**src/hdl/core_pkg.sv**
```systemverilog
/*
 * Core package
 * Shared definitions for the multi-cycle RV32I core: major opcodes,
 * ALU function codes, sequencer states and the reset address.
 */

package core_pkg;

  // Register index width
  localparam int REG_ADDR_W = 5;

  // Reset PC and instruction memory base
  localparam logic [31:0] RESET_PC = 32'h01000000;

  // Full encoding of EBREAK
  localparam logic [31:0] EBREAK_INSN = 32'h00100073;

  typedef enum logic [6:0] {
    OPC_OP     = 7'b0110011,
    OPC_OP_IMM = 7'b0010011,
    OPC_LUI    = 7'b0110111,
    OPC_BRANCH = 7'b1100011,
    OPC_SYSTEM = 7'b1110011
  } opcode_e;

  typedef enum logic [3:0] {
    ALU_ADD    = 4'd0,
    ALU_SUB    = 4'd1,
    ALU_SLL    = 4'd2,
    ALU_SLT    = 4'd3,
    ALU_SLTU   = 4'd4,
    ALU_XOR    = 4'd5,
    ALU_SRL    = 4'd6,
    ALU_SRA    = 4'd7,
    ALU_OR     = 4'd8,
    ALU_AND    = 4'd9,
    ALU_PASS_B = 4'd10
  } alu_op_e;

  typedef enum logic [2:0] {
    ST_IDLE      = 3'd0,
    ST_FETCH     = 3'd1,
    ST_DECODE    = 3'd2,
    ST_EXECUTE   = 3'd3,
    ST_WRITEBACK = 3'd4,
    ST_HALT      = 3'd5
  } seq_state_e;

endpackage : core_pkg

```
**src/hdl/decode_if.sv**
```systemverilog
/*
 * Decode bus
 * Carries the decoded instruction fields and control bits from the
 * decoder to the sequencer, register file and ALU.
 */

`timescale 1ns/10ps

interface decode_if #(
  parameter int DWIDTH = 32
);

  logic [core_pkg::REG_ADDR_W-1:0] rd;
  logic [core_pkg::REG_ADDR_W-1:0] rs1;
  logic [core_pkg::REG_ADDR_W-1:0] rs2;
  logic [2:0]                      funct3;
  logic [DWIDTH-1:0]               imm;
  core_pkg::alu_op_e               alu_op;
  logic                            use_imm;
  logic                            reg_write;
  logic                            is_branch;
  logic                            is_halt;

  modport producer (
    output rd, rs1, rs2, funct3, imm, alu_op,
    output use_imm, reg_write, is_branch, is_halt
  );

  modport consumer (
    input rd, rs1, rs2, funct3, imm, alu_op,
    input use_imm, reg_write, is_branch, is_halt
  );

endinterface : decode_if

```
**src/hdl/core_sequencer.sv**
```systemverilog
/*
 * Core sequencer
 * Steps every instruction through fetch, decode, execute and
 * writeback, one cycle each, with one enable per state. Leaves
 * decode for a permanent halt when the instruction is EBREAK.
 */

`timescale 1ns/10ps

module core_sequencer
  import core_pkg::*;
(
  input  logic     clk,
  input  logic     rst_n_i,
  input  logic     run_i,
  decode_if.consumer dec,
  output logic     fetch_en_o,
  output logic     decode_en_o,
  output logic     exec_en_o,
  output logic     wb_en_o,
  output logic     halted_o
);

  seq_state_e state_q;
  seq_state_e state_d;

  always_ff @(posedge clk or negedge rst_n_i) begin
    if (!rst_n_i) begin
      state_q <= ST_IDLE;
    end else begin
      state_q <= state_d;
    end
  end

  always_comb begin
    state_d = state_q;
    case (state_q)
      ST_IDLE: begin
        if (run_i) begin
          state_d = ST_FETCH;
        end
      end
      ST_FETCH:     state_d = ST_DECODE;
      // Fields are valid here, so EBREAK is caught before execute
      ST_DECODE:    state_d = dec.is_halt ? ST_HALT : ST_EXECUTE;
      ST_EXECUTE:   state_d = ST_WRITEBACK;
      ST_WRITEBACK: state_d = ST_FETCH;
      // Only reset leaves HALT
      ST_HALT:      state_d = ST_HALT;
      default:      state_d = ST_IDLE;
    endcase
  end

  // One enable per state
  assign fetch_en_o  = (state_q == ST_FETCH);
  assign decode_en_o = (state_q == ST_DECODE);
  assign exec_en_o   = (state_q == ST_EXECUTE);
  assign wb_en_o     = (state_q == ST_WRITEBACK);
  assign halted_o    = (state_q == ST_HALT);

endmodule : core_sequencer

```
**src/flat_wrapper.sv**
```systemverilog
// flat-port wrapper written by rule: the top's interface ports become plain ports
module core_sequencer_flat import core_pkg::*;
  (clk, rst_n_i, run_i, fetch_en_o, decode_en_o, exec_en_o, wb_en_o, halted_o, dec_rd, dec_rs1, dec_rs2, dec_funct3, dec_imm, dec_alu_op, dec_use_imm, dec_reg_write, dec_is_branch, dec_is_halt);
  decode_if dec_i ();
  input  logic clk;
  input  logic rst_n_i;
  input  logic run_i;
  output logic fetch_en_o;
  output logic decode_en_o;
  output logic exec_en_o;
  output logic wb_en_o;
  output logic halted_o;
  input wire logic [$bits(dec_i.rd)-1:0] dec_rd;
  input wire logic [$bits(dec_i.rs1)-1:0] dec_rs1;
  input wire logic [$bits(dec_i.rs2)-1:0] dec_rs2;
  input wire logic [$bits(dec_i.funct3)-1:0] dec_funct3;
  input wire logic [$bits(dec_i.imm)-1:0] dec_imm;
  input wire logic [$bits(dec_i.alu_op)-1:0] dec_alu_op;
  input wire logic [$bits(dec_i.use_imm)-1:0] dec_use_imm;
  input wire logic [$bits(dec_i.reg_write)-1:0] dec_reg_write;
  input wire logic [$bits(dec_i.is_branch)-1:0] dec_is_branch;
  input wire logic [$bits(dec_i.is_halt)-1:0] dec_is_halt;
  assign dec_i.rd = dec_rd;
  assign dec_i.rs1 = dec_rs1;
  assign dec_i.rs2 = dec_rs2;
  assign dec_i.funct3 = dec_funct3;
  assign dec_i.imm = dec_imm;
  assign dec_i.alu_op = dec_alu_op;
  assign dec_i.use_imm = dec_use_imm;
  assign dec_i.reg_write = dec_reg_write;
  assign dec_i.is_branch = dec_is_branch;
  assign dec_i.is_halt = dec_is_halt;
  core_sequencer u_core (.clk(clk), .rst_n_i(rst_n_i), .run_i(run_i), .dec(dec_i), .fetch_en_o(fetch_en_o), .decode_en_o(decode_en_o), .exec_en_o(exec_en_o), .wb_en_o(wb_en_o), .halted_o(halted_o));
endmodule
```
**config.mk**
```make
export PLATFORM = sky130hd
export DESIGN_NAME = core_sequencer_flat
export DESIGN_NICKNAME = d
export VERILOG_FILES = /design/src/hdl/core_pkg.sv /design/src/hdl/decode_if.sv /design/src/hdl/core_sequencer.sv /design/src/flat_wrapper.sv
export SDC_FILE = /design/constraint.sdc
export NUM_CORES = 1
export LEC_CHECK = 0
export BUFFER_PORTS_ARGS = -buffer_cell sky130_fd_sc_hd__buf_2
export CORE_AREA = 2 2 39 41
export DETAILED_ROUTE_END_ITERATION = 12
export DIE_AREA = 0 0 41 43
export PLACE_DENSITY = 0.74
export SYNTH_ARGS = -nofsm -noshare
export SYNTH_HDL_FRONTEND = slang
export SYNTH_SLANG_ARGS = --single-unit
```
**constraint.sdc**
```tcl
create_clock -name clk -period 1 [get_ports clk]
set_input_delay 0.15 -clock clk [delete_from_list [all_inputs] [get_ports clk]]
set_output_delay 0.15 -clock clk [all_outputs]
set_load 0.005 [all_outputs]
```
==> results of run 1 <==
-- cell usage in the layout (no fill, tap or decap) --
| cell type | synthesis | layout |
|---|---|---|
| buf_2 | 0 | 8 |
| buf_4 | 0 | 5 |
| nor2_1 | 5 | 4 |
| clkbuf_4 | 0 | 3 |
| nand2b_4 | 0 | 2 |
| buf_6 | 0 | 2 |
| dfrtp_1 | 3 | 2 |
| nand2_4 | 0 | 1 |
| inv_1 | 1 | 1 |
| nor2_2 | 0 | 1 |
| nor3b_2 | 0 | 1 |
| o32ai_2 | 1 | 1 |
| o21bai_1 | 1 | 1 |
| mux2i_1 | 1 | 1 |
| o22ai_1 | 1 | 1 |
| clkbuf_1 | 0 | 1 |
| dlygate4sd3_1 | 0 | 1 |
| dfrtp_2 | 0 | 1 |
-- Yosys cell counts --
master	n
nand2_1	1
nand2b_2	1
o21bai_1	1
o32ai_2	1
o22ai_1	1
nand2b_1	1
dfrtp_1	3
inv_1	1
nor2_1	5
mux2i_1	1
nor3b_1	1
-- where the power goes --
group          internal (uW)  total (uW)  switching [uW]  leakage [uW]
Combinational            363         576             212      0.000130
Sequential               181         291             110     0.0000366
Clock                    149         204            54.7     0.0000150
Total                    693        1070             377      0.000182
-- what timing repair did --
item                                   4_1_cts  5_1_grt
gates resized for setup                      4        5
setup endpoints to repair                    5        6
pin swaps                                    0        2
buffers inserted                             5        1
hold buffers                                 1        0
endpoints found under the hold margin        3        0
-- per-stage QoR --
stage          hold WS [ns]  std cells  setup slack, ns
6_report              0.132         53           -0.185
2_1_floorplan        -0.146         17            0.103
3_5_place_dp        -0.0485         43           0.0201
4_1_cts               0.141         53           -0.170
5_1_grt               0.117         53           -0.244
3_3_place_gp        -0.0519         43           0.0337
-- cell type report --
cell class                 instances  area share [%]
multi-input combinational         13            32.3
sequential                         3            21.9
inverter                           1            1.08
tap                               16            5.73
timing repair buffer              16            31.5
clock buffer                       4            7.53
-- worst paths after layout --
path,startpoint,endpoint,slack [ns]
worst min-delay path,dec_is_halt,u_core.state_q[1],0.13
max in group asynchronous,rst_n_i,u_core.state_q[0],0.63
worst max-delay path,u_core.state_q[1],fetch_en_o,-0.19
worst max register to register,u_core.state_q[1],u_core.state_q[1],-0.06
min in group asynchronous,rst_n_i,u_core.state_q[1],0.25
worst min register to register,u_core.state_q[2],u_core.state_q[1],0.65
-- per-layer routing --
layer | part of all wire (%) | wire, um
met5 | 0 | 0
met4 | 4.1 | 20
met3 | 8.4 | 41
met2 | 56 | 274
met1 | 31 | 152
-- kinds of logic after synthesis --
group,after synthesis
flops,3
compound gates,3
simple gates,9
mux,1
buf+inv,1
-- critical path: cells and delay by family, from the launching register on --
| kind | cells | cell delay [ns] |
|---|---|---|
| buf+inv | 1 | 0.12 |
| flops | 1 | 0.42 |
| simple gates | 2 | 0.27 |
==> impl_metrics.csv, run 1 <==
group,metric,value,unit
route,num_vias,202,
cells_and_area,area_growth,113,%
floorplanning,die_h,43,um
route,wl,489,um
timing,finalSetupViolations,6,
synth,syn_area,164,sq um
timing,slew_viol_final,0,
route,viasPerCell,3.81,
clock_network,numCtsBuffers,3,
synth,syn_area_per_cell,9.64,sq um
timing,clock_skew,0.00114,ns
placement,dp_hpwl,333,um
synth,synthDominantCellAreaShare,45.8,%
floorplanning,core_area,0.00138,sq mm
synth,synth.distinct_cells,11,
global_route,grt_use_met2,10.0,%
worst_setup_path,reg2reg_depth,4,
global_route,antenna_found_initial,0,
cells_and_area,reg.largest.list,"u_core.state_q x3",
timing,fin_crit,1.19,ns
global_route,grt.met3_usage,2.62,%
floorplanning,dieArea,0.00176,sq mm
timing,max_freq,844,MHz
global_route,grt_use_met1,4.84,%
power,power.density,3070,mW/mm^2
route,drcViolationCount,0,
synth,yosys.area.top_type,"dfrtp_1",
timing,slew_headroom,87.2,%
flow_run,maxCapViolCount,0,
min_path,holdPathStages,2,
timing,hold_viol,0,
synth,yosysWarnings,0,
cells_and_area,regMostFlops,"u_core.state_q",
route,antenna_left,0,
placement,place.gp.congestion,0.584,
clock_network,cts_tree,"done",
clock_network,path_clk_slew,0.03,ns
cells_and_area,fin_nets,99,
worst_setup_path,critPathLaunchType,"flop",
cells_and_area,largest_reg_flops,3,
synth,synth_nets,78,
cells_and_area,seqCellArea,76.3,sq um
floorplanning,num_io_pins,66,
synth,yosys.area_share.simple,27.5,%
cells_and_area,multi_input_area,113,sq um
power,leakagePower,0.000182,uW
worst_setup_path,path_cells,"nand2b_4 > nor2_1 > buf_2",
floorplanning,dieWidth,41,um
cells_and_area,n_antenna_cell,0,
timing,post-route-period-util,119,%
worst_setup_path,crit_type,"flop to primary output",
worst_setup_path,cp_max_fo,4,
clock_network,root_buffer,"clkbuf_4",
run_status,violations,"negative setup slack",
timing,fin_setup_tns,-0.892,ns
synth,ys_seq_area_share,45.8,%
min_path,hold_class,"input pin to flop",
clock_network,clock_sinks,3,
clock_network,clk_latency,0.23,ns
placement,placed_area,239,sq um
cells_and_area,fin_area,349,sq um
synth,muxShareOfSynthArea,6.11,%
route,wl_per_cell,9.23,um
worst_setup_path,cp_slowest_cell,"dfrtp_1",
timing,rsz0062_at_grt,"yes",
synth,synthTopCellsByArea,"dfrtp_1 46%, nor2_1 11%, o32ai_2 9.9%",
worst_setup_path,crit_path_max_incr_delay,0.42,ns
clock_network,cts_buffer_depth,2,
global_route,grt_most_used_layer,"met4",
global_route,grt_pass1_vias,205,
timing,setup_ws,-0.185,ns
cells_and_area,final_util,25.2,%
worst_setup_path,endpoint_kind,"primary output",
global_route,grt_overflow_total,0,
route,drt_iter0_markers,1,
global_route,grt_pass1_wl,710,um
run_status,status,"finished with violations",
synth,ys_ff_latch,3,
worst_setup_path,crit_required,0.85,ns
floorplanning,core.rowCount,14,
power,ir_drop,0.417,mV
timing,worst_pin_slew,0.193,ns
synth,synth-adder-area-share,0,%
cells_and_area,drive_gt1_share,67.6,%
clock_network,h-tree-depth,1,
cells_and_area,n_fill_cell,161,
floorplanning,initial_utilization,11.8,%
synth,synth_top_family_by_area,"simple AND/OR/NAND/NOR gates",
worst_setup_path,worst_ep_arrival_time,1.04,ns
placement,port_buffers,8,
global_route,grt_max_degree,8,
global_route,grt_use_total,7.04,%
synth,synth_compound_area_share,18.3,%
power,power,1070,uW
synth,synth_cells,17,
synth,synth_xor_area_share,0,%
route,dr.pass1.iters,4,
No activity file was read; power rests on OpenSTA's default activity.
==> run 2, diff against run 1 <==
Settings changed: CTS_BUF_LIST set to sky130_fd_sc_hd__clkbuf_4 sky130_fd_sc_hd__clkbuf_8 sky130_fd_sc_hd__clkbuf_16.
==> impl_metrics.csv, run 2 (synthesis results as in run 1) <==
group,metric,value,unit
run_status,status,"finished with violations",
run_status,violations,"negative setup slack",
route,dr.pass1.iters,4,
global_route,grt_pass1_vias,212,
worst_setup_path,reg2reg_from,"u_core.state_q[1]",
clock_network,clock_sinks,3,
timing,post-route-period-util,118,%
cells_and_area,layout_commonest_cell,"buf_2",
placement,place_inst,43,
timing,setup_ws,-0.180,ns
floorplanning,num_io_pins,66,
power,power.density,3190,mW/mm^2
cells_and_area,reg.largest.list,"u_core.state_q x3",
worst_setup_path,crit_required,0.85,ns
cells_and_area,drive_gt1_share,71.1,%
clock_network,root_buffer,"clkbuf_4",
worst_setup_path,cp_slowest_cell,"dfrtp_1",
clock_network,path_clk_slew,0.04,ns
global_route,antenna_found_initial,0,
floorplanning,initial_utilization,11.8,%
route,wl_met3,41,um
worst_setup_path,worst_ep_arrival_time,1.03,ns
global_route,grt_max_degree,8,
route,viasPerCell,3.63,
route,met2WireLength,287,um
cells_and_area,largest_reg_flops,3,
route,wl_per_cell,9.50,um
clock_network,cts_tree,"done",
global_route,grt_pass1_wl,765,um
power,ir_drop,0.443,mV
cells_and_area,regMostFlops,"u_core.state_q",
clock_network,cts_buffer_depth,2,
timing,rsz0062_at_grt,"yes",
worst_setup_path,cp-startpoint,"u_core.state_q[1]",
timing,slew_headroom,87.4,%
min_path,hold_class,"input pin to flop",
global_route,grt_use_total,7.44,%
floorplanning,core_area,0.00138,sq mm
cells_and_area,area_growth,129,%
timing,worst_pin_slew,0.190,ns
route,drt_iter0_markers,1,
placement,dp_slack,0.0201,ns
worst_setup_path,crit_type,"flop to primary output",
placement,port_buffers,8,
cells_and_area,n_fill_cell,160,
placement,place.gp.congestion,0.584,
global_route,grt_overflow_total,0,
worst_setup_path,critPathLaunchType,"flop",
timing,max_freq,848,MHz
min_path,worstHoldStart,"dec_is_halt",
power,power,1200,uW
worst_setup_path,endpoint_kind,"primary output",
timing,fin_crit,1.18,ns
route,routed.top_layer,"met4",
route,wirelength_met1,164,um
route,wl,513,um
cells_and_area,final_cell_mix,"8 x buf_2, 5 x buf_4, 4 x nor2_1, 4 x clkbuf_4, 3 x buf_6",
flow_run,maxCapViolCount,0,
worst_setup_path,path_cells,"buf_6 > nand2b_4 > nor2_1 > buf_2",
cells_and_area,seqCellArea,76.3,sq um
clock_network,h-tree-depth,1,
timing,fin_setup_tns,-0.879,ns
placement,dp_hpwl,333,um
cells_and_area,fin_nets,100,
floorplanning,die_h,43,um
cells_and_area,multi_input_area,124,sq um
route,drcViolationCount,0,
floorplanning,dieArea,0.00176,sq mm
timing,slew_viol_final,0,
clock_network,clk_latency,0.23,ns
clock_network,numCtsBuffers,3,
cells_and_area,final_cell_count_no_fill,54,
cells_and_area,n_antenna_cell,0,
floorplanning,dieWidth,41,um
timing,hold_slack,0.163,ns
worst_setup_path,cp_max_fo,4,
timing,hold_viol,0,
timing,finalSetupViolations,6,
power,leakagePower,0.000191,uW
timing,clock_skew,0.00324,ns
route,antenna_left,0,
worst_setup_path,crit_path_max_incr_delay,0.41,ns
floorplanning,core.rowCount,14,
route,num_vias,196,
## run 2: worst paths after layout
path | to | cells after the start | slack (ns)
worst max-delay path | decode_en_o | 4 | -0.18
worst min-delay path | u_core.state_q[1] | 2 | 0.16
worst max register to register | u_core.state_q[1] | 4 | -0.07
worst min register to register | u_core.state_q[1] | 2 | 0.66
max in group asynchronous | u_core.state_q[0] | 2 | 0.63
min in group asynchronous | u_core.state_q[1] | 2 | 0.25
## run 2: through the flow
step	instance area [sq um]	util, %
2_1_floorplan	164	-
3_3_place_gp	239	17.3
3_5_place_dp	239	17.3
4_1_cts	345	25.0
5_1_grt	375	27.1
6_report	375	27.1
## run 2: final cells by class
class	count	share of cell area (%)
Inverter	1	1.00
Tap cell	16	5.33
Multi-Input combinational cell	13	33.0
Timing Repair Buffer	17	32.3
Clock buffer	4	8.00
Sequential cell	3	20.3
## run 2: routing by layer
metal	global-route usage (%)	vias to the layer above
met3	2.62	2
met1	5.81	88
met5	0	-
met4	12.0	0
li1	-	99
met2	10.3	7
## run 2: timing repair
action,in CTS,in global routing
buffers inserted,6,1
hold buffers,1,0
pin swaps,0,3
gates cloned,0,0
endpoints found under the hold margin,3,0
endpoints found under the setup margin,5,6
gates resized for setup,5,6
## run 2: critical path, delay by kind of cell, from the launching register on
family / cells / cell delay, ns
buf+inv: 2 / 0.24
flops: 1 / 0.41
simple gates: 2 / 0.15
## run 2: power breakdown
group / total, uW / leakage, uW / internal (uW) / switching [uW]
Combinational: 676 / 0.000136 / 427 / 250
Sequential: 288 / 0.0000366 / 181 / 107
Clock: 233 / 0.0000184 / 176 / 57.3
==> run 3, diff against run 2 <==
Settings changed: PLACE_DENSITY 0.74 to 0.77.
Clock period 1 ns to 1.04 ns, I/O delays scaled along.
==> impl_metrics.csv, run 3 (synthesis results as in run 1) <==
group,metric,value,unit
clock_network,cts_buffer_depth,2,
power,clkPwrFrac,22.1,%
power,p_seq_share,29.0,%
global_route,antenna_found_initial,0,
power,netSwitchingFraction,34.5,%
placement,placed_area,231,sq um
cells_and_area,fin_nets,98,
cells_and_area,final_cell_count_no_fill,52,
cells_and_area,reg.largest.list,"u_core.state_q x3",
cells_and_area,area_growth,111,%
route,drt_iter0_markers,4,
timing,rsz0062_at_grt,"yes",
floorplanning,core_area,0.00138,sq mm
worst_setup_path,critPathLaunchType,"flop",
route,drcViolationCount,0,
cells_and_area,largest_reg_flops,3,
global_route,grt_max_degree,9,
timing,slew_viol_final,0,
worst_setup_path,crit_family,"flip-flops",
cells_and_area,layout_commonest_cell,"buf_2",
timing,slew_headroom,86.6,%
worst_setup_path,crit_path_max_incr_delay,0.45,ns
worst_setup_path,cp_max_fo,6,
worst_setup_path,path_cells,"nand2b_4 > nor2_2 > buf_2",
placement,dp_slack,0.0504,ns
timing,finalSetupViolations,5,
placement,port_buffers,8,
worst_setup_path,crit_type,"flop to primary output",
min_path,hold_class,"input pin to flop",
placement,place.gp.congestion,0.510,
clock_network,path_clk_slew,0.04,ns
cells_and_area,regMostFlops,"u_core.state_q",
power,power.density,2930,mW/mm^2
timing,setup_ws,-0.126,ns
timing,worst_pin_slew,0.201,ns
power,power,1010,uW
timing,hold_viol,0,
floorplanning,die_h,43,um
power,leakagePower,0.000176,uW
global_route,grt_use_total,6.12,%
timing,clock_skew,0.00190,ns
run_status,violations,"negative setup slack",
floorplanning,num_io_pins,66,
cells_and_area,final_cell_mix,"8 x buf_2, 5 x buf_4, 4 x clkbuf_4, 3 x nor2_1",
clock_network,clock_sinks,3,
worst_setup_path,r2r_slack,0.04,ns
clock_network,h-tree-depth,1,
power,pwr-share-comb,48.9,%
cells_and_area,n_fill_cell,158,
power,p_int,662,uW
clock_network,numCtsBuffers,3,
cells_and_area,drive_gt1_share,75.0,%
timing,fin_crit,1.17,ns
cells_and_area,fin_area,345,sq um
cells_and_area,n_antenna_cell,0,
floorplanning,dieWidth,41,um
clock_network,clk_latency,0.23,ns
worst_setup_path,worst_ep_arrival_time,1.01,ns
timing,post-route-period-util,112,%
worst_setup_path,endpoint_kind,"primary output",
power,p_sw,349,uW
global_route,grt_overflow_total,0,
route,antenna_left,0,
route,num_vias,182,
global_route,grt_pass1_wl,627,um
power,ir_drop,0.507,mV
flow_run,maxCapViolCount,0,
route,dr.pass1.iters,2,
placement,place_inst,42,
floorplanning,initial_utilization,11.8,%
worst_setup_path,crit_required,0.88,ns
route,wl,429,um
worst_setup_path,path_buf_inv,1,
clock_network,root_buffer,"clkbuf_4",
floorplanning,dieArea,0.00176,sq mm
floorplanning,core.rowCount,14,
worst_setup_path,cp_slowest_cell,"dfrtp_2",
run_status,status,"finished with violations",
global_route,grt_pass1_vias,186,
route,viasPerCell,3.50,
route,wl_per_cell,8.25,um
timing,max_freq,857,MHz
clock_network,cts_tree,"done",
==> run 3: changes by cell type in the layout (fill, tap and decap cells not counted) <==
cell / delta
o32ai_2: +1
o32ai_4: -1
dfrtp_1: -1
buf_6: -2
nor2_2: +1
nor2_1: -1
dfrtp_2: +1
==> run 3: timing repair <==
| item | CTS | global route |
|---|---|---|
| buffers inserted | 3 | 2 |
| endpoints found under the hold margin | 3 | 0 |
| pin swaps | 0 | 3 |
| hold buffers | 1 | 0 |
| setup endpoints to repair | 5 | 6 |
| cloned | 0 | 0 |
| resized for setup | 5 | 5 |
==> run 3: area by class of cell <==
class,count,area [sq um],share of cell area [%]
flip-flops and latches,3,77.6,22.5
well taps,16,20.0,5.80
repair buffers,15,98.8,28.6
clock buffers,4,30.0,8.70
inverters,1,3.75,1.09
multi-input cells,13,115,33.3
==> run 3: per-layer routing <==
layer / global-route usage, % / wire length [um] / up-vias
li1: - / - / 97
met1: 4.17 / 156 / 80
met2: 9.38 / 250 / 5
met3: 1.57 / 22 / 0
met4: 10.0 / 0 / 0
met5: 0 / 0 / -
==> run 3: metrics by stage <==
| step | hold WS [ns] | setup TNS [ns] | utilization [%] |
|---|---|---|---|
| 2_1_floorplan | -0.140 | 0 | - |
| 3_3_place_gp | -0.0488 | 0 | 16.7 |
| 3_5_place_dp | -0.0472 | 0 | 16.7 |
| 4_1_cts | 0.136 | -0.683 | 22.6 |
| 5_1_grt | 0.159 | -0.919 | 25.0 |
| 6_report | 0.158 | -0.578 | 25.0 |
==> run 3: worst reg2reg max path, cell delays in order (launching register included) <==
cell and delay (ns):
dfrtp_1 0.41, nand2b_4 0.16, buf_4 0.13, o32ai_2 0.19
==> run 3: path summary, 6_finish.rpt <==
| path | from | cells past startpoint | endpoint |
|---|---|---|---|
| max reg2reg | u_core.state_q[2] | 3 | u_core.state_q[1] |
| max | u_core.state_q[1] | 3 | fetch_en_o |
| min in group asynchronous | rst_n_i | 2 | u_core.state_q[1] |
| max in group asynchronous | rst_n_i | 2 | u_core.state_q[0] |
| min | dec_is_halt | 2 | u_core.state_q[1] |
| min reg2reg | u_core.state_q[1] | 1 | u_core.state_q[2] |
==> run 3: power by group through the flow <==
stage	Clock, uW	Combinational (uW)	Sequential [uW]
after floorplan	0	183	246
after global placement	0	292	255
after detailed placement	0	303	259
after CTS	245	421	281
after global routing	244	542	307
final	224	494	293
